### src/hw/eth_macros.svh
// Frame constants and default FIFO depths for the Ethernet MAC
`ifndef ETH_MACROS_SVH
`define ETH_MACROS_SVH

// Minimum frame length including the FCS
`define ETH_MIN_FRAME_LEN 64

// Preamble nibbles of value 5 sent before the SFD
`define ETH_PREAMBLE_NIBBLES 15

// Start of frame delimiter nibble
`define ETH_SFD_NIBBLE 4'hd

// CRC register after a good frame and its FCS
`define ETH_CRC_RESIDUE 32'hdebb20e3

// FIFO depths as powers of two
`define ETH_TX_FIFO_DEPTH_LOG2 11
`define ETH_RX_FIFO_DEPTH_LOG2 11

`endif

### src/hw/eth_pkg.sv
// Package with the stream byte, MII nibble and CRC register types
`default_nettype none

package eth_pkg;

    // One byte of the frame stream
    typedef logic [7:0] data_t;

    // One MII nibble
    typedef logic [3:0] nibble_t;

    // Reflected CRC-32 register
    typedef logic [31:0] crc_t;

endpackage

`default_nettype wire

### src/hw/eth_crc32.sv
// Nibble-wide reflected CRC-32 accumulator with clear and enable
`timescale 1ns/1ps
`default_nettype none

module eth_crc32 (
    input  wire                   logic_clk,
    input  wire                   logic_rst_n,
    input  wire                   clear,
    input  wire                   enable,
    input  wire eth_pkg::nibble_t nibble,
    output eth_pkg::crc_t         crc
);

    // Bit-reversed form of 0x04C11DB7
    localparam eth_pkg::crc_t POLY = 32'hedb88320;

    // Fold one nibble in, LSB first as on the wire
    function automatic eth_pkg::crc_t crc_step(eth_pkg::crc_t c, eth_pkg::nibble_t d);
        eth_pkg::crc_t r;
        r = c;
        for (int i = 0; i < 4; i++) begin
            r = (r[0] ^ d[i]) ? ((r >> 1) ^ POLY) : (r >> 1);
        end
        return r;
    endfunction

    always_ff @(posedge logic_clk or negedge logic_rst_n) begin
        if (!logic_rst_n) begin
            crc <= '1;
        end else if (clear) begin
            crc <= '1;
        end else if (enable) begin
            crc <= crc_step(crc, nibble);
        end
    end

endmodule

`default_nettype wire

### src/hw/eth_mii_tx.sv
// MII transmit stage with preamble, nibble serialization, padding, FCS and gap
`timescale 1ns/1ps
`default_nettype none
`include "eth_macros.svh"

module eth_mii_tx (
    input  wire                 logic_clk,
    input  wire                 logic_rst_n,
    input  wire eth_pkg::data_t in_data,
    input  wire                 in_valid,
    output logic                in_ready,
    input  wire                 in_last,
    input  wire [7:0]           ifg_delay,
    output eth_pkg::nibble_t    mii_txd,
    output logic                mii_tx_en,
    output logic                mii_tx_er
);

    // Bytes before the FCS in a minimum frame
    localparam int PAD_BYTES = `ETH_MIN_FRAME_LEN - 4;

    typedef enum logic [2:0] {IDLE, PREAMBLE, DATA, PAD, FCS, GAP} state_t;

    state_t           state;
    logic [8:0]       cnt;
    logic [6:0]       byte_cnt;
    logic             nib_hi;
    eth_pkg::crc_t    crc;
    eth_pkg::nibble_t data_nibble;
    logic [6:0]       byte_cnt_inc;
    logic [8:0]       gap_len;

    // Byte is taken as its high nibble goes out
    assign in_ready = (state == DATA) && nib_hi;
    assign mii_tx_er = 1'b0;
    // Pad nibbles are zero
    assign data_nibble = (state == DATA) ? (nib_hi ? in_data[7:4] : in_data[3:0]) : 4'h0;
    assign byte_cnt_inc = (byte_cnt == PAD_BYTES) ? byte_cnt : byte_cnt + 1'b1;
    assign gap_len = (ifg_delay == 8'd0) ? 9'd2 : {ifg_delay, 1'b0};

    eth_crc32 i_crc (
        .logic_clk  (logic_clk),
        .logic_rst_n(logic_rst_n),
        .clear      (state == IDLE),
        .enable     ((state == DATA) || (state == PAD)),
        .nibble     (data_nibble),
        .crc        (crc)
    );

    always_ff @(posedge logic_clk or negedge logic_rst_n) begin
        if (!logic_rst_n) begin
            state <= IDLE;
            cnt <= '0;
            byte_cnt <= '0;
            nib_hi <= 1'b0;
            mii_txd <= 4'h0;
            mii_tx_en <= 1'b0;
        end else begin
            case (state)
                IDLE: begin
                    mii_txd <= 4'h0;
                    mii_tx_en <= 1'b0;
                    byte_cnt <= '0;
                    nib_hi <= 1'b0;
                    if (in_valid) begin
                        mii_txd <= 4'h5;
                        mii_tx_en <= 1'b1;
                        cnt <= 9'd1;
                        state <= PREAMBLE;
                    end
                end
                PREAMBLE: begin
                    cnt <= cnt + 1'b1;
                    if (cnt == `ETH_PREAMBLE_NIBBLES) begin
                        mii_txd <= `ETH_SFD_NIBBLE;
                        state <= DATA;
                    end else begin
                        mii_txd <= 4'h5;
                    end
                end
                DATA: begin
                    mii_txd <= data_nibble;
                    nib_hi <= !nib_hi;
                    if (nib_hi) begin
                        byte_cnt <= byte_cnt_inc;
                        if (in_last) begin
                            cnt <= '0;
                            state <= (byte_cnt_inc == PAD_BYTES) ? FCS : PAD;
                        end
                    end
                end
                PAD: begin
                    mii_txd <= data_nibble;
                    nib_hi <= !nib_hi;
                    if (nib_hi) begin
                        byte_cnt <= byte_cnt_inc;
                        if (byte_cnt_inc == PAD_BYTES) begin
                            cnt <= '0;
                            state <= FCS;
                        end
                    end
                end
                FCS: begin
                    // Complemented CRC, low nibble first
                    mii_txd <= ~crc[4*cnt[2:0] +: 4];
                    cnt <= cnt + 1'b1;
                    if (cnt == 9'd7) begin
                        cnt <= '0;
                        state <= GAP;
                    end
                end
                GAP: begin
                    mii_txd <= 4'h0;
                    mii_tx_en <= 1'b0;
                    cnt <= cnt + 1'b1;
                    if (cnt == gap_len - 9'd1) begin
                        state <= IDLE;
                    end
                end
                default: begin
                    state <= IDLE;
                end
            endcase
        end
    end

endmodule

`default_nettype wire

### config.mk
export PLATFORM = sky130hd
export DESIGN_NAME = eth_mii_tx
export DESIGN_NICKNAME = d
export VERILOG_FILES = /design/src/hw/eth_pkg.sv /design/src/hw/eth_crc32.sv /design/src/hw/eth_mii_tx.sv
export VERILOG_INCLUDE_DIRS = /design/src /design/src/hw
export SDC_FILE = /design/constraint.sdc
export NUM_CORES = 1
export LEC_CHECK = 0
export ABC_AREA = 1
export BUFFER_PORTS_ARGS = -buffer_cell sky130_fd_sc_hd__clkbuf_2
export CAP_MARGIN = 20
export CORE_UTILIZATION = 30
export CTS_CLUSTER_SIZE = 16
export DETAILED_ROUTE_END_ITERATION = 10
export RECOVER_POWER = 50
export SETUP_SLACK_MARGIN = 0.3
export SLEW_MARGIN = 10
export SYNTH_ARGS = -nofsm -noshare
export SYNTH_HDL_FRONTEND = slang
export SYNTH_SLANG_ARGS = --single-unit
### constraint.sdc
create_clock -name logic_clk -period 1.6 [get_ports logic_clk]
set_input_delay 0.48 -clock logic_clk [delete_from_list [all_inputs] [get_ports logic_clk]]
set_output_delay 0.48 -clock logic_clk [all_outputs]
set_load 0.03 [all_outputs]
==> flow_summary.ini, run 1 <==
[grt]
grt_first_pass_wirelength_um = 20200
antenna_found_initial = 0
grt.total_usage = 0.194
grt_pass1_vias = 4243
grt_overflow = 0
grt_max_degree = 34

[logic_synthesis]
netlist-cell-type-count = 39
syn_avg_cell_area_um2 = 7.20
synth_area_mm2 = 0.00390
ys_ff_latch = 57
yosys_warnings = 0
synth_edf_count = 0
synthesis.nets = 566
yosys.area.top_type = dfstp_2
synth_top_area_frac = 0.215
async_flop_share = 1.00
synthTopCellsByArea = dfstp_2 22%, dfrtp_1 16%, nand2_1 11%
synth_ff_type = dfstp_2
yosysSeqAreaShare = 0.376
synth_cells = 542

[placement]
portBuffers = 25
dp_hpwl_um = 8040
postPlaceCellArea_mm2 = 0.00498
gp_congestion = 0.829
pre_cts_ws_ns = -0.763

[sta]
final.min_clock_period_ns = 1.96
fmax_mhz = 511
setup_violations = 41
hold_viol_final = 0
max_slew_margin = 0.474
grt_setup_unrepaired = true
fin_ws_ns = -0.355
maxSlewViolCount = 0
skew_ns = 0.00810
fin_crit_sh = 1.22
tightest_slew_ns = 0.790

[final_layout]
mostFrequentLayoutCell = buf_4
layout_common_cells = 87 x buf_4, 77 x nand2_1, 65 x inv_1
fin_util = 0.539
insertedDiodeCount = 0
area_delta_synth_final_pct = 75.1
final_area_mm2 = 0.00683
drive_gt1_frac = 0.536
fin_nets = 732

[floorplanning]
io_pins = 27
placeableCoreArea_mm2 = 0.0127
die_width_um = 116
initial_core_util = 0.308
die_h_um = 116
dieArea_mm2 = 0.0135
rows = 41

[setup_path]
cpPeakStageDelay_ns = 0.45
r2r_cells = 13
cp_max_fo = 5
crit_type = flop to flop
end_kind = flop
cp_data_required_time_ns = 1.82
cp.arrival_ns = 2.17
critPathLaunchType = flop
path_cells = inv_2, ha_4, nand3_4, nand2_2, nand2_1, nor2_1, nand3_2, nand2_4, nand2_1, nor2_2, nand2_2, nand2_1, nand2_1
slowest_stage = dfrtp_2
cpMostUsedCell = nand2_1

[power_and_ir_drop]
power_density_mw_per_mm2 = 2170
p_total_mw = 14.8
vdd_drop_max_mv = 0.870
leakagePower_nw = 3.22

[clock_network]
clkTransAtPathRegs_ns = 0.05
clock_sinks = 57
clock-root-buffer = clkbuf_16
cts_buffer_depth = 2
hold_buffers = 0
cts_tree = done
cts_buffers = 9
clk_latency_ns = 0.33
cts_max_level = 3

[worst_hold_path]
hp-class = primary input to flop
hold_depth = 3

[routing]
drt_iter0_drc = 359
via_count = 4357
drc_errors = 0
totalWireLength_um = 13600
via_per_inst = 4.92
first_pass_iters = 4
wl_per_cell_um = 15.3
ant_nets = 0

[run]
drv_cap = 0

[status]
violations = setup timing
run_status = finished with violations
-- final cells by class --
type / instances / area, um^2
Inverter: 91 / 389
Sequential cell: 57 / 1470
Multi-Input combinational cell: 379 / 2880
Timing Repair Buffer: 170 / 1610
Clock buffer: 13 / 260
Fill cell: 1074 / 5840
Clock inverter: 3 / 15.0
Tap cell: 172 / 215
-- report_power, final --
group	total, mW	switching [mW]	leakage, nW	internal, mW
Clock	1.78	0.657	0.139	1.12
Sequential	2.69	0.524	0.666	2.17
Combinational	10.4	5.39	2.42	4.96
-- worst max-delay path: cells and delay by family, from the launching register on --
family	cells	cell delay (ns)
flip-flops	1	0.45
buffers and inverters	1	0.09
AND/OR/NAND/NOR	11	1.13
adder cells (fa/ha/maj)	1	0.15
-- routing by layer --
metal | track usage | vias to the layer above | part of all wire
li1 | - | 2084 | -
met1 | 0.236 | 2121 | 0.41
met2 | 0.337 | 110 | 0.53
met3 | 0.0366 | 42 | 0.033
met4 | 0.0803 | 0 | 0.030
met5 | 0 | - | 0
-- state kept, by name (all words and copies together) (netlist names) --
name,cells
byte_cnt,7
cnt,9
i_crc.crc,32
mii_tx_en,1
mii_txd,4
nib_hi,1
state,3
-- worst paths after layout --
check | start | endpoint | slack (ns)
max in group asynchronous | logic_rst_n | i_crc.crc[6] | 0.34
min in group asynchronous | logic_rst_n | i_crc.crc[21] | 0.60
hold / removal | in_valid | mii_tx_en | 0.49
hold reg to reg | i_crc.crc[4] | i_crc.crc[0] | 0.52
setup / recovery | byte_cnt[1] | state[0] | -0.36
setup reg to reg | byte_cnt[1] | state[0] | -0.36
-- cells by family after synthesis --
logic type | count (synthesis) | synth area share
simple gates | 241 | 0.281
flops | 57 | 0.376
xor+xnor | 37 | 0.0869
other cells | 1 | 0.000961
buf+inv | 107 | 0.108
compound gates | 95 | 0.134
fa+ha+maj | 4 | 0.0128
-- metrics by stage --
| step | hold WS [ns] | std cells | setup TNS (ns) |
|---|---|---|---|
| finish | 0.494 | 885 | -8.63 |
| global route | 0.490 | 885 | -12.40 |
| CTS | 0.387 | 860 | -5.17 |
| detailed placement | 0.502 | 813 | -7.08 |
| global placement | 0.492 | 813 | -6.03 |
| floorplan | 0.184 | 542 | -2.21 |
-- repair_timing --
action,CTS,global route
gates cloned,3,1
pin swaps,45,69
setup endpoints to repair,61,59
resized for setup,148,142
setup buffers,28,24
-- synth_stat cells (2+ instances only) --
cell type  instances
nand2_1          114
inv_1             85
nand3_1           54
nor2_1            39
o21ai_0           33
dfstp_2           32
a21oi_1           31
dfrtp_1           25
xor2_1            24
o22ai_1           19
xnor2_1           11
clkbuf_1           9
nand4_1            7
inv_2              6
nand2_2            6
nand2_4            5
nor3_1             5
ha_1               4
buf_4              3
o21ai_1            3
o21bai_1           3
a22oi_1            2
buf_1              2
nand3b_1           2
nor2_2             2
nor4_1             2
or2_1              2
(Power assumes the default switching activity.)
==> run 2, diff against run 1 <==
- CTS_BUF_LIST: unset -> sky130_fd_sc_hd__clkbuf_16
==> flow_summary.ini, run 2 (synthesized netlist as in run 1, its figures left out) <==
[placement]
postPlaceCellArea_mm2 = 0.00498
dp_hpwl_um = 8040
portBuffers = 25
gp_congestion = 0.829

[routing]
wl_per_cell_um = 15.8
via_per_inst = 4.99
drt_iter0_drc = 315
via_count = 4415
totalWireLength_um = 14000
drc_errors = 0
first_pass_iters = 5
ant_nets = 0

[grt]
antenna_found_initial = 0
grt_pass1_vias = 4238
grt_first_pass_wirelength_um = 20100
grt_overflow = 0
grt.total_usage = 0.193
grt_max_degree = 34

[power_and_ir_drop]
power_density_mw_per_mm2 = 2150
p_total_mw = 14.9
vdd_drop_max_mv = 0.838
leakagePower_nw = 3.25

[setup_path]
cpPeakStageDelay_ns = 0.27
end_kind = flop
crit_type = primary input to flop
cp_max_fo = 4
cp_data_required_time_ns = 1.81
cp.arrival_ns = 2.16
critPathLaunchType = primary input
slowest_stage = ha_4
path_cells = buf_6, nor2_4, nand2_1, nor2_2, nor2_2, ha_4, o21ai_2, nor2_1, nand3_1, nor2_1, nand3_1, nor2_2, nand3_2, nand2_2, nand2_2, nand2_1, nand2_1

[sta]
max_slew_margin = 0.475
grt_setup_unrepaired = true
final.min_clock_period_ns = 1.95
skew_ns = 0.00872
hold_viol_final = 0
tightest_slew_ns = 0.788
fmax_mhz = 514
setup_violations = 41
fin_crit_sh = 1.22
fin_tns_setup_ns = -8.61
maxSlewViolCount = 0
fin_ws_ns = -0.347

[final_layout]
fin_nets = 732
top_register = i_crc.crc
layout_common_cells = 87 x buf_4, 78 x nand2_1, 69 x inv_1
largest_reg_flops = 32
largestRegisters = i_crc.crc (32), cnt (9), byte_cnt (7)
final_area_mm2 = 0.00691
drive_gt1_frac = 0.540
insertedDiodeCount = 0
mostFrequentLayoutCell = buf_4
area_delta_synth_final_pct = 77.0
fill_cells = 1064
fin_util = 0.545

[floorplanning]
die_width_um = 116
dieArea_mm2 = 0.0135
initial_core_util = 0.308
rows = 41
die_h_um = 116
placeableCoreArea_mm2 = 0.0127
io_pins = 27

[run]
drv_cap = 0

[clock_network]
cts_buffers = 9
clk_latency_ns = 0.33
clkTransAtPathRegs_ns = 0.05
cts_tree = done
hold_buffers = 0
clock-root-buffer = clkbuf_16
cts_max_level = 3
cts_buffer_depth = 2
clock_sinks = 57

[status]
violations = setup timing
run_status = finished with violations

[worst_hold_path]
hp-class = primary input to flop
[run 2: worst paths after layout]
path	end	slack, ns	from	cells after the start
max in group asynchronous	cnt[2]	0.32	logic_rst_n	2
max	state[0]	-0.35	ifg_delay[3]	17
min reg2reg	i_crc.crc[0]	0.52	i_crc.crc[4]	2
min	mii_tx_en	0.48	in_valid	3
min in group asynchronous	i_crc.crc[20]	0.60	logic_rst_n	1
max reg2reg	state[0]	-0.34	byte_cnt[1]	13
[run 2: layout make-up]
cell class / instances / area (um^2) / area share
well taps: 172 / 215 / 0.0311
clock inverters: 7 / 30.0 / 0.00435
multi-input cells: 379 / 2940 / 0.426
flip-flops and latches: 57 / 1470 / 0.213
inverters: 91 / 389 / 0.0563
clock buffers: 9 / 225 / 0.0326
repair buffers: 170 / 1640 / 0.237
[run 2: power breakdown]
part / internal (mW) / switching [mW]
combinational: 4.99 / 5.53
sequential: 2.17 / 0.522
clock: 1.01 / 0.654
[run 2: metrics by stage]
stage               setup WS, ns  hold slack [ns]  std cells
finish                    -0.347            0.480        885
global route              -0.487            0.485        885
CTS                       -0.393            0.387        857
detailed placement        -0.763            0.502        813
global placement          -0.707            0.492        813
floorplan                 -0.416            0.184        542
[run 2: critical path, delay by kind of cell]
family	cells	cell delay, ns
AO/OA/AOI/OAI	1	0.05
adder cells (fa/ha/maj)	1	0.27
buffers and inverters	1	0.10
AND/OR/NAND/NOR	14	1.25
[run 2: routing by layer]
metal / track usage / up-vias / routed length, um / share of wire
met3: 0.0350 / 45 / 601 / 0.043
li1: - / 2080 / - / -
met2: 0.338 / 148 / 7320 / 0.52
met5: 0 / - / 0 / 0
met4: 0.0752 / 0 / 461 / 0.033
met1: 0.234 / 2142 / 5620 / 0.40
[run 2: what timing repair did]
action	in CTS	in global routing
cloned	3	4
resized for setup	146	156
pin swaps	41	58
buffers inserted	25	24
setup endpoints to repair	61	61
==> run 3, diff against run 2 <==
- SYNTH_HIERARCHICAL: unset -> 1
==> flow_summary.ini, run 3 <==
[logic_synthesis]
synth_area_mm2 = 0.00409
synth_commonest_cells = 164 x nand2_1, 76 x inv_1, 52 x nor2_1
yosysMostFrequentCell = nand2_1
yosys_warnings = 6
yosysSeqAreaShare = 0.358
synth_top_area_frac = 0.206
yosys.area.top_type = dfstp_2
syn_avg_cell_area_um2 = 7.01
synth_edf_count = 0
ys_ff_latch = 57
synth_cells = 584
netlist-cell-type-count = 46
synthesis.nets = 608
async_flop_share = 1.00
synth_ff_type = dfstp_2
synthTopCellsByArea = dfstp_2 21%, dfrtp_1 15%, nand2_1 15%

[routing]
ant_nets = 0
via_per_inst = 4.86
via_count = 4489
drc_errors = 0
drt_iter0_drc = 404
first_pass_iters = 4
wl_per_cell_um = 15.4
totalWireLength_um = 14200

[status]
violations = setup timing
run_status = finished with violations

[floorplanning]
die_width_um = 119
rows = 42
die_h_um = 119
initial_core_util = 0.308
placeableCoreArea_mm2 = 0.0133
io_pins = 27
dieArea_mm2 = 0.0141

[sta]
max_slew_margin = 0.254
maxSlewViolCount = 0
skew_ns = 0.00691
fin_crit_sh = 1.26
whs_ns = 0.419
setup_violations = 49
final.min_clock_period_ns = 2.01
hold_viol_final = 0
fin_ws_ns = -0.411
tightest_slew_ns = 1.12
grt_setup_unrepaired = true
fmax_mhz = 497

[power_and_ir_drop]
p_total_mw = 12.9
vdd_drop_max_mv = 0.793
power_density_mw_per_mm2 = 1920
leakagePower_nw = 3.17

[placement]
portBuffers = 25
pre_cts_ws_ns = -0.837
dp_hpwl_um = 8400
postPlaceCellArea_mm2 = 0.00505
dp.cells = 845
gp_congestion = 0.836

[grt]
antenna_found_initial = 0
grt_max_degree = 39
grt_first_pass_wirelength_um = 22100
grt_pass1_vias = 4590
grt.total_usage = 0.198
grt_overflow = 0

[setup_path]
cpMostUsedCell = inv_2
r2r_slack_ns = -0.41
cp_top_family = simple AND/OR/NAND/NOR gates
cp_max_fo = 7
slowest_stage = dfrtp_1
cp_data_required_time_ns = 1.88
path_cells = inv_2, nor2_4, buf_6, nand2_4, nor2_4, a22oi_2, inv_2, inv_4, nand2_4, nand2_8, xnor2_4, nand2_1, nand3_2, nand2_2, inv_2
crit_type = flop to flop
cp.arrival_ns = 2.29
critPathLaunchType = flop
path_buf_inv = 5
r2r_cells = 15
r2r_start = state[1]
r2r_end = i_crc/crc[23]
cpPeakStageDelay_ns = 0.38
end_kind = flop

[clock_network]
clock_sinks = 57
clk_latency_ns = 0.33
hold_buffers = 0
clock-root-buffer = clkbuf_16
cts_tree = done
cts_max_level = 3
cts_buffer_depth = 2
clkTransAtPathRegs_ns = 0.05
cts_buffers = 9

[worst_hold_path]
whs_endpoint = mii_tx_en
hp-class = primary input to flop
timing.hold.worst.start = in_valid
hold_depth = 3

[final_layout]
area_delta_synth_final_pct = 64.6
layout_common_cells = 117 x nand2_1, 91 x buf_4, 54 x inv_1
final_area_mm2 = 0.00673
drive_gt1_frac = 0.505
fin_nets = 767
largestRegisters = i_crc/crc (32), cnt (9), byte_cnt (7)
multiInputGateArea_mm2 = 0.00292
regArea_mm2 = 0.00147
stdcell_count = 924
mostFrequentLayoutCell = nand2_1
insertedDiodeCount = 0
largest_reg_flops = 32
fill_cells = 1176
top_register = i_crc/crc

[run]
drv_cap = 0
## run 3: cell types whose count changed in the layout (fill, tap and decap cells not counted), moves of 14 or more
cell     previous run  this run
nor2_1             21        38
nand2_2            16        33
a21oi_1            12        29
nand2_1            78       117
o21ai_1            22         8
inv_1              69        54
## run 3: final cells by class
cell class              instances  share of cell area
multi-input cells             426               0.433
repair buffers                162               0.220
flip-flops and latches         57               0.218
inverters                      87              0.0582
clock buffers                   9              0.0334
well taps                     176              0.0327
clock inverters                 7             0.00427
## run 3: worst max path at each step
stage / from / to / slack [ns] / depth (start not counted)
2_1_floorplan: ifg_delay[1] / state[1] / -0.52 / 19
3_3_place_gp: ifg_delay[1] / state[1] / -0.79 / 20
3_5_place_dp: ifg_delay[1] / state[1] / -0.84 / 20
4_1_cts: ifg_delay[2] / state[1] / -0.37 / 20
5_1_grt: ifg_delay[4] / state[0] / -0.52 / 20
6_report: state[1] / i_crc/crc[23] / -0.41 / 15
## run 3: logic make-up (layout without fill, tap and decap cells)
logic type	count (synthesis)	after routing	share of synthesized area
DFF	57	57	0.358
other	1	1	0.000917
buffers and inverters	102	265	0.106
and+or+nand+nor	301	302	0.323
xor gates and xnor gates	26	26	0.0630
adders and majority gates	4	4	0.0122
AOI/OAI and AO/OA	93	93	0.137
## run 3: worst min-delay path, stage by stage
cell and delay (ns):
clkbuf_2 0.11, nand2_2 0.07, nand2_1 0.06
## run 3: timing repair
item / in CTS / in global routing
gates cloned: 3 / 0
buffers inserted: 45 / 15
gates resized for setup: 156 / 105
endpoints found under the setup margin: 61 / 63
pin swaps: 61 / 66
## run 3: report_power, final
part           total (mW)  internal [mW]  switching (mW)
logic                8.63           3.98            4.65
clock network        1.70           1.01           0.684
registers            2.62           2.09           0.530
## run 3: routing by layer
layer  vias to the layer above  share of wire  GRT usage
met5                         -              0          0
met4                         0          0.020     0.0617
met3                        24          0.045     0.0347
met2                        95           0.52      0.356
met1                      2174           0.41      0.239
li1                       2196              -          -
## run 3: through the flow
step / setup TNS, ns / util
after floorplan: -10.59 / -
after global placement: -12.33 / 0.380
after detailed placement: -13.80 / 0.380
after CTS: -11.07 / 0.472
after global routing: -18.44 / 0.506
final: -14.21 / 0.506
