$ cat config.mk
export PLATFORM = sky130hd
export DESIGN_NAME = eth_mii_rx
export DESIGN_NICKNAME = d
export VERILOG_FILES = /design/src/hw/eth_pkg.sv /design/src/hw/eth_crc32.sv /design/src/hw/eth_mii_rx.sv
export VERILOG_INCLUDE_DIRS = /design/src /design/src/hw
export SDC_FILE = /design/constraint.sdc
export NUM_CORES = 1
export LEC_CHECK = 0
export BUFFER_PORTS_ARGS = -buffer_cell sky130_fd_sc_hd__buf_2
export CELL_PAD_IN_SITES_DETAIL_PLACEMENT = 0
export CELL_PAD_IN_SITES_GLOBAL_PLACEMENT = 1
export CORE_MARGIN = 3
export CORE_UTILIZATION = 40
export DETAILED_ROUTE_END_ITERATION = 7
export GPL_TIMING_DRIVEN = 0
export PLACE_DENSITY = 0.65
export SLEW_MARGIN = 10
export SYNTH_ARGS = -nofsm -noshare
export SYNTH_HDL_FRONTEND = slang
export SYNTH_SLANG_ARGS = --single-unit
$ cat constraint.sdc
create_clock -name logic_clk -period 5.52 [get_ports logic_clk]
set_input_delay 1.104 -clock logic_clk [delete_from_list [all_inputs] [get_ports logic_clk]]
set_output_delay 1.104 -clock logic_clk [all_outputs]
set_load 0.05 [all_outputs]
$ cat src/hw/eth_macros.svh
// Frame constants and default FIFO depths for the Ethernet MAC
`ifndef ETH_MACROS_SVH
`define ETH_MACROS_SVH

// Minimum frame length including the FCS
`define ETH_MIN_FRAME_LEN 64

// Preamble nibbles of value 5 sent before the SFD
`define ETH_PREAMBLE_NIBBLES 15

// Start of frame delimiter nibble
`define ETH_SFD_NIBBLE 4'hd

// CRC register after a good frame and its FCS
`define ETH_CRC_RESIDUE 32'hdebb20e3

// FIFO depths as powers of two
`define ETH_TX_FIFO_DEPTH_LOG2 11
`define ETH_RX_FIFO_DEPTH_LOG2 11

`endif

$ cat src/hw/eth_pkg.sv
// Package with the stream byte, MII nibble and CRC register types
`default_nettype none

package eth_pkg;

    // One byte of the frame stream
    typedef logic [7:0] data_t;

    // One MII nibble
    typedef logic [3:0] nibble_t;

    // Reflected CRC-32 register
    typedef logic [31:0] crc_t;

endpackage

`default_nettype wire

$ cat src/hw/eth_crc32.sv
// Nibble-wide reflected CRC-32 accumulator with clear and enable
`timescale 1ns/1ps
`default_nettype none

module eth_crc32 (
    input  wire                   logic_clk,
    input  wire                   logic_rst_n,
    input  wire                   clear,
    input  wire                   enable,
    input  wire eth_pkg::nibble_t nibble,
    output eth_pkg::crc_t         crc
);

    // Bit-reversed form of 0x04C11DB7
    localparam eth_pkg::crc_t POLY = 32'hedb88320;

    // Fold one nibble in, LSB first as on the wire
    function automatic eth_pkg::crc_t crc_step(eth_pkg::crc_t c, eth_pkg::nibble_t d);
        eth_pkg::crc_t r;
        r = c;
        for (int i = 0; i < 4; i++) begin
            r = (r[0] ^ d[i]) ? ((r >> 1) ^ POLY) : (r >> 1);
        end
        return r;
    endfunction

    always_ff @(posedge logic_clk or negedge logic_rst_n) begin
        if (!logic_rst_n) begin
            crc <= '1;
        end else if (clear) begin
            crc <= '1;
        end else if (enable) begin
            crc <= crc_step(crc, nibble);
        end
    end

endmodule

`default_nettype wire

$ cat src/hw/eth_mii_rx.sv
// MII receive stage with SFD search, byte assembly, FCS check and FCS stripping
`timescale 1ns/1ps
`default_nettype none
`include "eth_macros.svh"

module eth_mii_rx (
    input  wire                   logic_clk,
    input  wire                   logic_rst_n,
    input  wire eth_pkg::nibble_t mii_rxd,
    input  wire                   mii_rx_dv,
    input  wire                   mii_rx_er,
    output eth_pkg::data_t        out_data,
    output logic                  out_valid,
    output logic                  out_last,
    output logic                  out_bad,
    output logic                  error_bad_frame,
    output logic                  error_bad_fcs
);

    typedef enum logic [1:0] {IDLE, PREAMBLE, DATA} state_t;

    state_t           state;
    logic             nib_hi;
    logic [2:0]       byte_cnt;
    logic             er_seen;
    eth_pkg::nibble_t lo_nib;
    eth_pkg::crc_t    crc;

    // Four FCS candidates plus the pending payload byte
    eth_pkg::data_t hold [5];

    logic byte_done;
    logic frame_end;
    logic framing_err;
    logic fcs_err;

    assign byte_done = (state == DATA) && mii_rx_dv && nib_hi;
    assign frame_end = (state == DATA) && !mii_rx_dv;
    // Odd nibble count or a short frame counts as framing
    assign framing_err = er_seen || nib_hi || (byte_cnt < 3'd5);
    assign fcs_err = !framing_err && (crc != `ETH_CRC_RESIDUE);

    eth_crc32 i_crc (
        .logic_clk  (logic_clk),
        .logic_rst_n(logic_rst_n),
        .clear      (state != DATA),
        .enable     ((state == DATA) && mii_rx_dv),
        .nibble     (mii_rxd),
        .crc        (crc)
    );

    always_ff @(posedge logic_clk or negedge logic_rst_n) begin
        if (!logic_rst_n) begin
            state <= IDLE;
            nib_hi <= 1'b0;
            byte_cnt <= '0;
            er_seen <= 1'b0;
            out_valid <= 1'b0;
            error_bad_frame <= 1'b0;
            error_bad_fcs <= 1'b0;
        end else begin
            out_valid <= 1'b0;
            error_bad_frame <= 1'b0;
            error_bad_fcs <= 1'b0;
            case (state)
                IDLE: begin
                    nib_hi <= 1'b0;
                    byte_cnt <= '0;
                    er_seen <= mii_rx_dv && mii_rx_er;
                    if (mii_rx_dv) begin
                        state <= (mii_rxd == `ETH_SFD_NIBBLE) ? DATA : PREAMBLE;
                    end
                end
                PREAMBLE: begin
                    er_seen <= er_seen || mii_rx_er;
                    if (!mii_rx_dv) begin
                        state <= IDLE;
                    end else if (mii_rxd == `ETH_SFD_NIBBLE) begin
                        state <= DATA;
                    end
                end
                DATA: begin
                    if (mii_rx_dv) begin
                        nib_hi <= !nib_hi;
                        er_seen <= er_seen || mii_rx_er;
                        if (nib_hi && (byte_cnt == 3'd5)) begin
                            out_valid <= 1'b1;
                        end else if (nib_hi) begin
                            byte_cnt <= byte_cnt + 1'b1;
                        end
                    end else begin
                        // Short frames never reached the FIFO
                        out_valid <= (byte_cnt == 3'd5);
                        error_bad_frame <= framing_err;
                        error_bad_fcs <= fcs_err;
                        state <= IDLE;
                    end
                end
                default: begin
                    state <= IDLE;
                end
            endcase
        end
    end

    always_ff @(posedge logic_clk) begin
        if ((state == DATA) && mii_rx_dv && !nib_hi) begin
            lo_nib <= mii_rxd;
        end
        if (byte_done) begin
            hold[0] <= {mii_rxd, lo_nib};
            for (int i = 1; i < 5; i++) begin
                hold[i] <= hold[i-1];
            end
            out_data <= hold[4];
            out_last <= 1'b0;
            out_bad <= 1'b0;
        end else if (frame_end) begin
            out_data <= hold[4];
            out_last <= 1'b1;
            out_bad <= framing_err || fcs_err;
        end
    end

endmodule

`default_nettype wire

==> results of run 1 <==
==> layout by cell type (no fill, tap or decap), types with 4 or more instances in the layout <==
master	netlist	routed
edfxtp_1	52	52
dfstp_2	32	32
nor2_1	27	27
xnor2_1	25	25
buf_2	1	21
nand2_1	18	18
o21ai_0	18	18
a21oi_1	14	14
dfrtp_1	10	10
clkbuf_1	9	9
clkbuf_8	0	9
nor2b_1	7	7
a211o_1	7	7
ha_1	6	6
inv_1	5	5
nand3_1	4	4
mux2i_1	4	4
==> worst max-delay path, delay by kind of cell <==
family	cells	cell delay, ns
buffers and inverters	2	0.64
AND/OR/NAND/NOR	2	0.54
==> synthesized netlist by cell type, types with 5 or more instances <==
library cell,count,share of area
edfxtp_1,52,0.39
dfstp_2,32,0.21
nor2_1,27,0.025
xnor2_1,25,0.055
nand2_1,18,0.017
o21ai_0,18,0.023
a21oi_1,14,0.018
dfrtp_1,10,0.063
clkbuf_1,9,0.0085
a211o_1,7,0.015
nor2b_1,7,0.011
ha_1,6,0.019
inv_1,5,0.0047
==> cell type report <==
type / count / area, um2 / area share
Buffer: 10 / 38.8 / 0.00866
Clock buffer: 9 / 124 / 0.0277
Clock inverter: 7 / 76.3 / 0.0170
Inverter: 6 / 22.5 / 0.00503
Multi-Input combinational cell: 171 / 1240 / 0.277
Sequential cell: 96 / 2690 / 0.601
Tap cell: 129 / 161 / 0.0360
Timing Repair Buffer: 21 / 120 / 0.0268
==> per-layer routing <==
metal  up-vias  wire length, um  part of all wire
li1       1075                -                 -
met1      1091             3600              0.50
met2        35             3220              0.45
met3         8              269             0.038
met4         0               78             0.011
met5         -                0                 0
==> per-stage QoR <==
step            util  power (uW)
2_1_floorplan      -         958
3_3_place_gp   0.450        1010
3_5_place_dp   0.452        1010
4_1_cts        0.473        1470
5_1_grt        0.473        1530
6_report       0.473        1460
==> how the worst max path moves through the flow <==
stage                        endpoint  slack [ns]  cells after the start
final                       lo_nib[3]        3.26                      4
after global routing        lo_nib[0]        3.08                      6
after CTS                   lo_nib[2]        3.22                      6
after detailed placement    lo_nib[0]        2.83                      4
after global placement    byte_cnt[0]        2.11                      5
after floorplan           byte_cnt[0]        2.80                      4
==> logic make-up after synthesis <==
| kind of cell | count (synthesis) |
|---|---|
| mux | 4 |
| fa+ha+maj | 6 |
| xor+xnor | 37 |
| flops | 96 |
| compound gates | 51 |
| buf+inv | 16 |
| simple gates | 73 |
==> registers in the layout (all words and copies together), names as in the netlist, 2 cells and up <==
register	count
byte_cnt	3
hold	40
i_crc.crc	32
lo_nib	4
out_data	8
state	2
==> report_power, final <==
group,internal [uW],switching (uW),leakage [uW]
sequential,782,18.6,0.000957
clock,181,278,0.000103
combinational,71.9,124,0.000592
total,1040,421,0.00165
==> summary.md, run 1 <==
| Metric | Value |
|---|---|
| Cell count after synthesis | 283 |
| Post-cts repair resize count | 0 |
| Maximum clock rate | between 400 and 500 MHz |
| Max Cap Viol | 0 |
| Post-Syn Area | approximately 4000 um2 |
| Critical Path Max Stage Delay | 0.43 ns |
| Leakage | 0.00165 uW |
| Dpl cell area | between 4000 and 5000 um2 |
| Ports | 21 |
| Crit Path Max Fanout | 10 |
| Worst setup path start | mii_rx_dv |
| Synthesized flop and latch total | 96 |
| Clk buf depth | 2 |
| Tcrit/Tclk final | 0.410 |
| Initial Utilization | 0.422 |
| Final cell count without fillers | 449 |
| Area grow syn2layout | 12.1% |
| Worst Reg-to-Reg Cells | 6 |
| FP Rows | 35 |
| Via/cell ratio | a little under 5 |
| Crit-path slowest cell | clkbuf_1 |
| H-tree Lvls | 3 |
| M2 GR Usage | 0.206 |
| Fraction of the mapped netlist area in adder cells | 0.0188 |
| Antenna-violating nets left | 0 |
| Clock root cell | clkbuf_8 |
| CTS buffer count | 9 |
| Setup TNS | 0 ns |
| Sequential area share after synthesis | 0.674 |
| First-pass GRT wire length | around 12 mm |
| Clk sink count | 96 |
| Status | finished clean |
| DRC | 0 |
| HP Class | reg2reg |
| Die Height | ~110 um |
| WHS Endpoint | hold[0][21] |
| Worst Hold Depth | 0 |
| Reg-to-Reg End | lo_nib[3] |
| Met3 usage | 0.0322 |
| Number of global-route vias before repair | about 2200 |
| First drt pass iteration count | 4 |
| Setup WS pre-CTS | 2.83 ns |
| PortBufs | 20 |
| Syn Area/Cell | between 10 and 15 um2 |
| Worst EP arrival | 2.29 ns |
| Syn_nets | between 200 and 300 |
| Final hold vios | 0 |
| Slew Viols, Final | 0 |
| Post-synthesis xor/xnor area fraction | 0.115 |
| Fillers | 873 |
| N_diodes | 0 |
| Die area | ~11000 um2 |
| Met1 global-route usage | 0.199 |
| Synth Flop Type | edfxtp_1 |
| Crit. End Element | flip-flop |
| Clock Latency Late Sink | around 0.37 ns |
| Placed cells | around 430 |
| GRT busiest layer | met2 |
| Clock-pin transition on the worst setup and hold timing paths | approximately 0.11 ns |
| Crit-path cells | buf_2 > clkbuf_1 > nand2_1 > nor2_1 |
| Power Density | 325 nW/um2 |
| Main combinational cell family by area after synthesis | XOR/XNOR gates |
| Final instance area | approximately 4500 um2 |
| Final setup margin | approximately 3.3 ns |
| Largest net degree at the start of global routing | 43 |
| Startpoint Class | primary input |
| Fraction of registers with async set/reset | 0.438 |
| Hold slack | 0.412 ns |
| Netlist cell types | 38 |
| Die Width | ~110 um |
| Share of post-route cells with drive strength above 1 | 0.247 |
| Slew at the pin with the worst max-slew slack | 0.962 ns |
| Setup violators final | 0 |
| Number of flops mapped to enable cells by yosys | 52 |
| Post-Route WL | about 7.2 mm |
| Post-CTS setup buffer count | 0 |
| Hold_sp | hold[0][13] |
| Synth Area in Compound Gates | 0.0767 |
| Relative slew slack | 0.359 |
| Synth Warn # | 0 |
| Core footprint | 9460 um2 |
| GRT Overall Usage | 0.138 |
| VDD IR max | 0.000127 V |
| CTS tree | built |
| Gp weighted congestion | a little under 0.8 |
| Clock skew | roughly 0.014 ns |
| WL/cell | ~16 um |
| Starting DRT DRC Count | 95 |
| Reg2Reg Setup Slack | about 3.3 ns |
| Period minus WS final | about 2.3 ns |
| Total Nets Final | 329 |
| Initial antenna violation count | 0 |
| DR vias | around 2200 |
| RR Startpoint | state[0] |
| Hold buffers post-CTS | 0 |
| RSZ-0062 raised after global routing | no |
| Worst endpoint required time | 5.55 ns |
| WS Path Type | in2reg |
| Simple-Gate Fraction of Synth Area | 0.0899 |
| Post-synthesis mux area share | 0.0100 |
| HPWL after detailed placement | roughly 4.9 mm |
| Remaining global-route overflow | 0 |
(Power assumes the default switching activity.)
==> inputs of run 2 (changes only) <==
--- a/config.mk
+++ b/config.mk
@@ -13,7 +13,7 @@
 export CORE_UTILIZATION = 40
 export DETAILED_ROUTE_END_ITERATION = 7
 export GPL_TIMING_DRIVEN = 0
-export PLACE_DENSITY = 0.65
+export PLACE_DENSITY = 0.67
 export SLEW_MARGIN = 10
 export SYNTH_ARGS = -nofsm -noshare
 export SYNTH_HDL_FRONTEND = slang
==> constraint.sdc (replaced) <==
create_clock -name logic_clk -period 1.9 [get_ports logic_clk]
set_input_delay 0.38 -clock logic_clk [delete_from_list [all_inputs] [get_ports logic_clk]]
set_output_delay 0.38 -clock logic_clk [all_outputs]
set_load 0.05 [all_outputs]
==> run 2 against run 1 <==
  * Sequential share of layout area is 0.10 points lower
  * Wire length is 0.46% lower
  * Clock power grew to 2.9 times the previous value
  * Combinational power grew to 2.9 times the previous value
  * Clock-buffer cell count stayed put
  * Register-to-register slack worse by 3.2 ns
  * Worst hold slack worse by 0.25 ns
  * Clock skew hardly changed
  * First-iteration DRC count is 8.4% higher
  * Design area is 0.17% higher
  * Critical path type is now reg2reg
  * Critical endpoint is now lo_nib[2]
==> summary.md, run 2 (same netlist as run 1, synthesis figures left out) <==
| Metric | Value |
|---|---|
| Clk sink count | 96 (unchanged) |
| Tcrit/Tclk final | 0.931 |
| Maximum clock rate | around 570 MHz |
| First-pass GRT wire length | 11.7 mm (-2.0%) |
| Crit. End Element | flip-flop |
| Final hold vios | 0 (unchanged) |
| DR vias | 2197 (-0.54%) |
| Fillers | 874 (+0.11%) |
| Remaining global-route overflow | 0 (unchanged) |
| PortBufs | 20 (unchanged) |
| Leakage | 0.00165 uW (about the same) |
| H-tree Lvls | 3 (unchanged) |
| Status | finished clean |
| Core footprint | 9460 um2 (unchanged) |
| N_diodes | 0 (unchanged) |
| Clock-pin transition on the worst setup and hold timing paths | 0.10 ns (about the same) |
| WS Path Type | reg2reg |
| Post-CTS setup buffer count | 0 (unchanged) |
| Worst EP arrival | 1.84 ns (-0.45 ns) |
| Initial antenna violation count | 0 (unchanged) |
| First drt pass iteration count | 4 (unchanged) |
| Placed cells | 432 (-0.23%) |
| Finished Core Util | 0.474 (+0.000793) |
| HP Class | in2async |
| Worst endpoint required time | 1.97 ns (-3.58 ns) |
| Clock skew | 0.0140 ns (+0.000127 ns) |
| Clk buf depth | 2 (unchanged) |
| CTS tree | built |
| Power Density | 942 nW/um2 (+190%) |
| Setup violators final | 0 (unchanged) |
| WL/cell | 15.9 um (-0.24%) |
| Die Width | 106 um (unchanged) |
| Max reg flops | 40 (unchanged) |
| Post-Route WL | 7.14 mm (-0.46%) |
| Clock root cell | clkbuf_8 |
| Most frequent cells in the layout | edfxtp_1, dfstp_2, nor2_1, xnor2_1, buf_2 |
| Most common cell after layout, fill and taps aside | edfxtp_1 |
| DRC | 0 (unchanged) |
| Slew at the pin with the worst max-slew slack | 0.963 ns (+0.000520 ns) |
| GRT Overall Usage | 0.136 (-0.00209) |
| Startpoint Class | flip-flop |
| Total Nets Final | 328 (-0.30%) |
| Crit-path slowest cell | dfrtp_1 |
| Critical Path Max Stage Delay | 0.43 ns (about the same) |
| RSZ-0062 raised after global routing | no |
| Number of global-route vias before repair | 2174 (-2.1%) |
| Starting DRT DRC Count | 103 (+8.4%) |
| VDD IR max | 0.000535 V (+320%) |
| Initial Utilization | 0.422 (unchanged) |
| Tot Pwr | 4230 uW (+190%) |
| Area grow syn2layout | 12.3% |
| Relative slew slack | 0.358 (about the same) |
| Final cell count without fillers | 448 (-0.22%) |
| Die Height | 106 um (unchanged) |
| Period minus WS final | around 1.8 ns |
| Crit Path Max Fanout | 10 (unchanged) |
| HPWL after detailed placement | 4.82 mm (-0.59%) |
| CTS buffer count | 9 (unchanged) |
| Slew Viols, Final | 0 (unchanged) |
| Worst setup path start | state[0] |
| Largest regs | hold x40, i_crc.crc x32, out_data x8 |
| Antenna-violating nets left | 0 (unchanged) |
| Share of post-route cells with drive strength above 1 | 0.266 (+0.0196) |
| RR Startpoint | state[0] |
| Max Cap Viol | 0 (unchanged) |
| Clock Latency Late Sink | 0.36 ns (about the same) |
| Via/cell ratio | 4.90 (-0.32%) |
| FP Rows | 35 (unchanged) |
| Gp weighted congestion | 0.776 (-2.0%) |
| Largest reg by FF count | hold |
| Crit-path cells | inv_1 > ha_2 > clkbuf_2 > nand2_1 > nor2_4 |
| Ports | 21 (unchanged) |
| Largest net degree at the start of global routing | 43 (unchanged) |
| Die area | 11200 um2 (unchanged) |
run 2: power breakdown:
group          total [uW]  internal (uW)  switching, uW
Clock                1330            526            799
Combinational         569            212            358
Sequential           2330           2270           60.2
Total                4230           3010           1220
run 2: metrics by stage:
stage	TNS [ns]	cell area (um2)	hold WS (ns)	setup WS, ns
after floorplan	0	4000	0.0844	0.0952
after global placement	-8.65	4260	0.400	-0.388
after detailed placement	-8.87	4260	0.405	-0.418
after CTS	0	4470	0.189	0.0428
after global routing	0	4490	0.215	0.00329
final	0	4490	0.165	0.132
run 2: worst max-delay path, delay by kind of cell (launching register included):
kind / cells / cell delay, ns
buffers and inverters: 2 / 0.38
and+or+nand+nor: 2 / 0.37
DFF: 1 / 0.43
adders and majority gates: 1 / 0.30
run 2: final timing paths:
kind | endpoint | cells after the start | slack [ns]
max | lo_nib[2] | 5 | 0.13
min | out_valid | 1 | 0.17
max in group asynchronous | state[1] | 1 | 1.15
min reg2reg | hold[0][28] | 0 | 0.41
min in group logic_clk | lo_nib[2] | 1 | 0.28
max reg2reg | lo_nib[2] | 5 | 0.13
run 2: timing repair:
item | CTS | global route
gates resized for setup | 4 | 4
pin swaps | 1 | 0
endpoints found under the setup margin | 69 | 9
hold buffers | 0 | 0
gates cloned | 1 | 0
run 2: layout make-up:
cell class | count | area, um2 | share of cell area
clock inverter | 7 | 76.3 | 0.0170
clock buffer | 9 | 124 | 0.0276
inverter | 6 | 23.8 | 0.00530
timing repair buffer | 20 | 100 | 0.0223
tap | 129 | 161 | 0.0360
buffer | 9 | 37.5 | 0.00837
sequential | 96 | 2690 | 0.600
multi-input combinational | 172 | 1270 | 0.283
run 2: per-layer routing:
metal	up-vias	routed length, um	GRT usage
li1	1076	-	-
met1	1073	3410	0.188
met2	42	3390	0.214
met3	6	264	0.0273
met4	0	78	0.0500
met5	-	0	0
==> inputs of run 3 (changes only) <==
--- a/config.mk
+++ b/config.mk
@@ -10,10 +10,10 @@
 export CELL_PAD_IN_SITES_DETAIL_PLACEMENT = 0
 export CELL_PAD_IN_SITES_GLOBAL_PLACEMENT = 1
 export CORE_MARGIN = 3
-export CORE_UTILIZATION = 40
+export CORE_UTILIZATION = 45
 export DETAILED_ROUTE_END_ITERATION = 7
 export GPL_TIMING_DRIVEN = 0
-export PLACE_DENSITY = 0.67
+export PLACE_DENSITY = 0.74
 export SLEW_MARGIN = 10
 export SYNTH_ARGS = -nofsm -noshare
 export SYNTH_HDL_FRONTEND = slang
==> run 3 against run 2 <==
  * Critical endpoint is now out_bad
  * Sequential power barely moved
  * Critical path type unchanged
  * Critical path depth fell by 1
  * Global-route usage rose by 2.3 points
  * Utilization rose by 5.7 points
  * Worst setup slack got worse by 0.025 ns
  * Register-to-register slack got worse by 0.03 ns
  * Largest power group unchanged
  * Wire length rose by 2.8%
  * Sequential cell count did not move
  * Die area fell by 11%
  * Sequential share of layout area rose by 0.18 points
  * Total power rose by 0.80%
==> summary.md, run 3 (same netlist as run 1, synthesis figures left out) <==
| Metric | Value |
|---|---|
| Number of global-route vias before repair | 2246 (+3.3%) |
| Maximum clock rate | 558 MHz (-1.4%) |
| First drt pass iteration count | 4 (unchanged) |
| Leakage | 0.00166 uW (+0.36%) |
| Ports | 21 (unchanged) |
| First-pass GRT wire length | 12.1 mm (+4.0%) |
| Largest regs | hold x40, i_crc.crc x32, out_data x8 |
| Remaining global-route overflow | 0 (unchanged) |
| Crit Path Max Fanout | 3 (-7) |
| Startpoint Class | flip-flop |
| HP Class | in2async |
| Core footprint | 8420 um2 (-11%) |
| DRC | 0 (unchanged) |
| Area grow syn2layout | 11.9% |
| Die Width | 100 um (-5.4%) |
| RR Startpoint | i_crc.crc[16] |
| CTS tree | built |
| Largest net degree at the start of global routing | 43 (unchanged) |
| H-tree Lvls | 3 (unchanged) |
| Total Nets Final | 328 (unchanged) |
| Fillers | 729 (-17%) |
| Slew at the pin with the worst max-slew slack | 0.973 ns (+0.0106 ns) |
| Max reg flops | 40 (unchanged) |
| Clock-pin transition on the worst setup and hold timing paths | 0.11 ns (about the same) |
| Worst setup path start | i_crc.crc[16] |
| Gp weighted congestion | 0.776 (about the same) |
| Worst Reg-to-Reg Cells | 4 (-1) |
| Worst EP arrival | 2.03 ns (+0.19 ns) |
| Final hold vios | 0 (unchanged) |
| Hold slack | 0.153 ns (-0.0123 ns) |
| Starting DRT DRC Count | 86 (-17%) |
| Clock Latency Late Sink | 0.37 ns (about the same) |
| Relative slew slack | 0.351 (-0.00704) |
| Clock root cell | clkbuf_8 |
| Initial antenna violation count | 0 (unchanged) |
| Max Cap Viol | 0 (unchanged) |
| Via/cell ratio | 5.31 (+8.3%) |
| Post-Route WL | 7.34 mm (+2.8%) |
| RSZ-0062 raised after global routing | no |
| HPWL after detailed placement | 4.84 mm (+0.47%) |
| CTS buffer count | 9 (unchanged) |
| Period minus WS final | 1.79 ns (+0.0252 ns) |
| Die area | 10000 um2 (-11%) |
| Largest reg by FF count | hold |
| Post-CTS setup buffer count | 0 (unchanged) |
| Tcrit/Tclk final | 0.944 (+0.0133) |
| Status | finished clean |
| Worst endpoint required time | 2.14 ns (+0.17 ns) |
| Die Height | 100 um (-5.4%) |
| WS Path Type | reg2reg |
| Clk buf depth | 2 (unchanged) |
| DR vias | 2252 (+2.5%) |
| Share of post-route cells with drive strength above 1 | 0.263 (-0.00313) |
| FP Rows | 33 (-5.7%) |
| N_diodes | 0 (unchanged) |
| Setup violators final | 0 (unchanged) |
| Slew Viols, Final | 0 (unchanged) |
| Final instance area | 4470 um2 (-0.31%) |
| Clk sink count | 96 (unchanged) |
| VDD IR max | 0.000580 V (+8.4%) |
| Finished Core Util | 0.531 (+0.0567) |
| PortBufs | 20 (unchanged) |
| Setup TNS | 0 ns (unchanged) |
| Dpl cell area | 4230 um2 (-0.70%) |
| Initial Utilization | 0.474 (+0.0519) |
| Most common cell after layout, fill and taps aside | edfxtp_1 |
| Power Density | 953 nW/um2 (+1.1%) |
| Antenna-violating nets left | 0 (unchanged) |
| Clock skew | 0.0154 ns (+0.00143 ns) |
| WL/cell | 17.3 um (+8.6%) |
| Most frequent cells in the layout | edfxtp_1, dfstp_2, nor2_1, xnor2_1, buf_2 |
| GRT Overall Usage | 0.159 (+0.0227) |
| Crit. End Element | flip-flop |
run 3: final timing paths:
path | to | slack, ns
worst max-delay path | out_bad | 0.11
worst min-delay path | out_valid | 0.15
worst max register to register | out_bad | 0.11
worst min register to register | hold[0][2] | 0.41
max in group asynchronous | error_bad_fcs | 1.15
min in group logic_clk | hold[0][6] | 0.28
run 3: metal layers:
layer  vias to the layer above  wire (um)  GRT usage  share of wire
li1                       1078          -          -              -
met1                      1121       3580      0.229           0.49
met2                        42       3330      0.234           0.45
met3                        11        317     0.0479          0.043
met4                         0        111     0.0456          0.015
met5                         -          0          0              0
run 3: timing repair:
| action | CTS | global route |
|---|---|---|
| hold buffers | 0 | 0 |
| endpoints found under the setup margin | 69 | 11 |
| pin swaps | 1 | 0 |
| resized for setup | 5 | 4 |
| cloned | 1 | 0 |
run 3: final cells by class:
type	count	area (um2)	area share
plain buffers	9	37.5	0.00839
clock buffers	9	124	0.0277
clock inverters	7	88.8	0.0199
inverters	6	23.8	0.00532
multi-input cells	172	1270	0.285
flip-flops and latches	96	2690	0.602
well taps	105	131	0.0294
repair buffers	20	100	0.0224
run 3: power by group:
part	total, uW	switching, uW	internal [uW]
combinational	581	368	213
sequential	2330	60.5	2270
clock	1350	811	536
run 3: per-stage QoR:
stage | setup slack [ns] | instances | power (uW)
3_5_place_dp | -0.479 | 408 | 2940
3_3_place_gp | -0.443 | 408 | 2930
2_1_floorplan | 0.0952 | 283 | 2780
4_1_cts | 0.0501 | 424 | 4300
5_1_grt | 0.0125 | 424 | 4470
6_report | 0.106 | 424 | 4260
run 3: critical path, stage by stage, from the launching register on:
cell	delay, ns
dfstp_2	0.57
nor4bb_1	0.27
nand4_1	0.18
nor4_1	0.50
a31oi_1	0.14
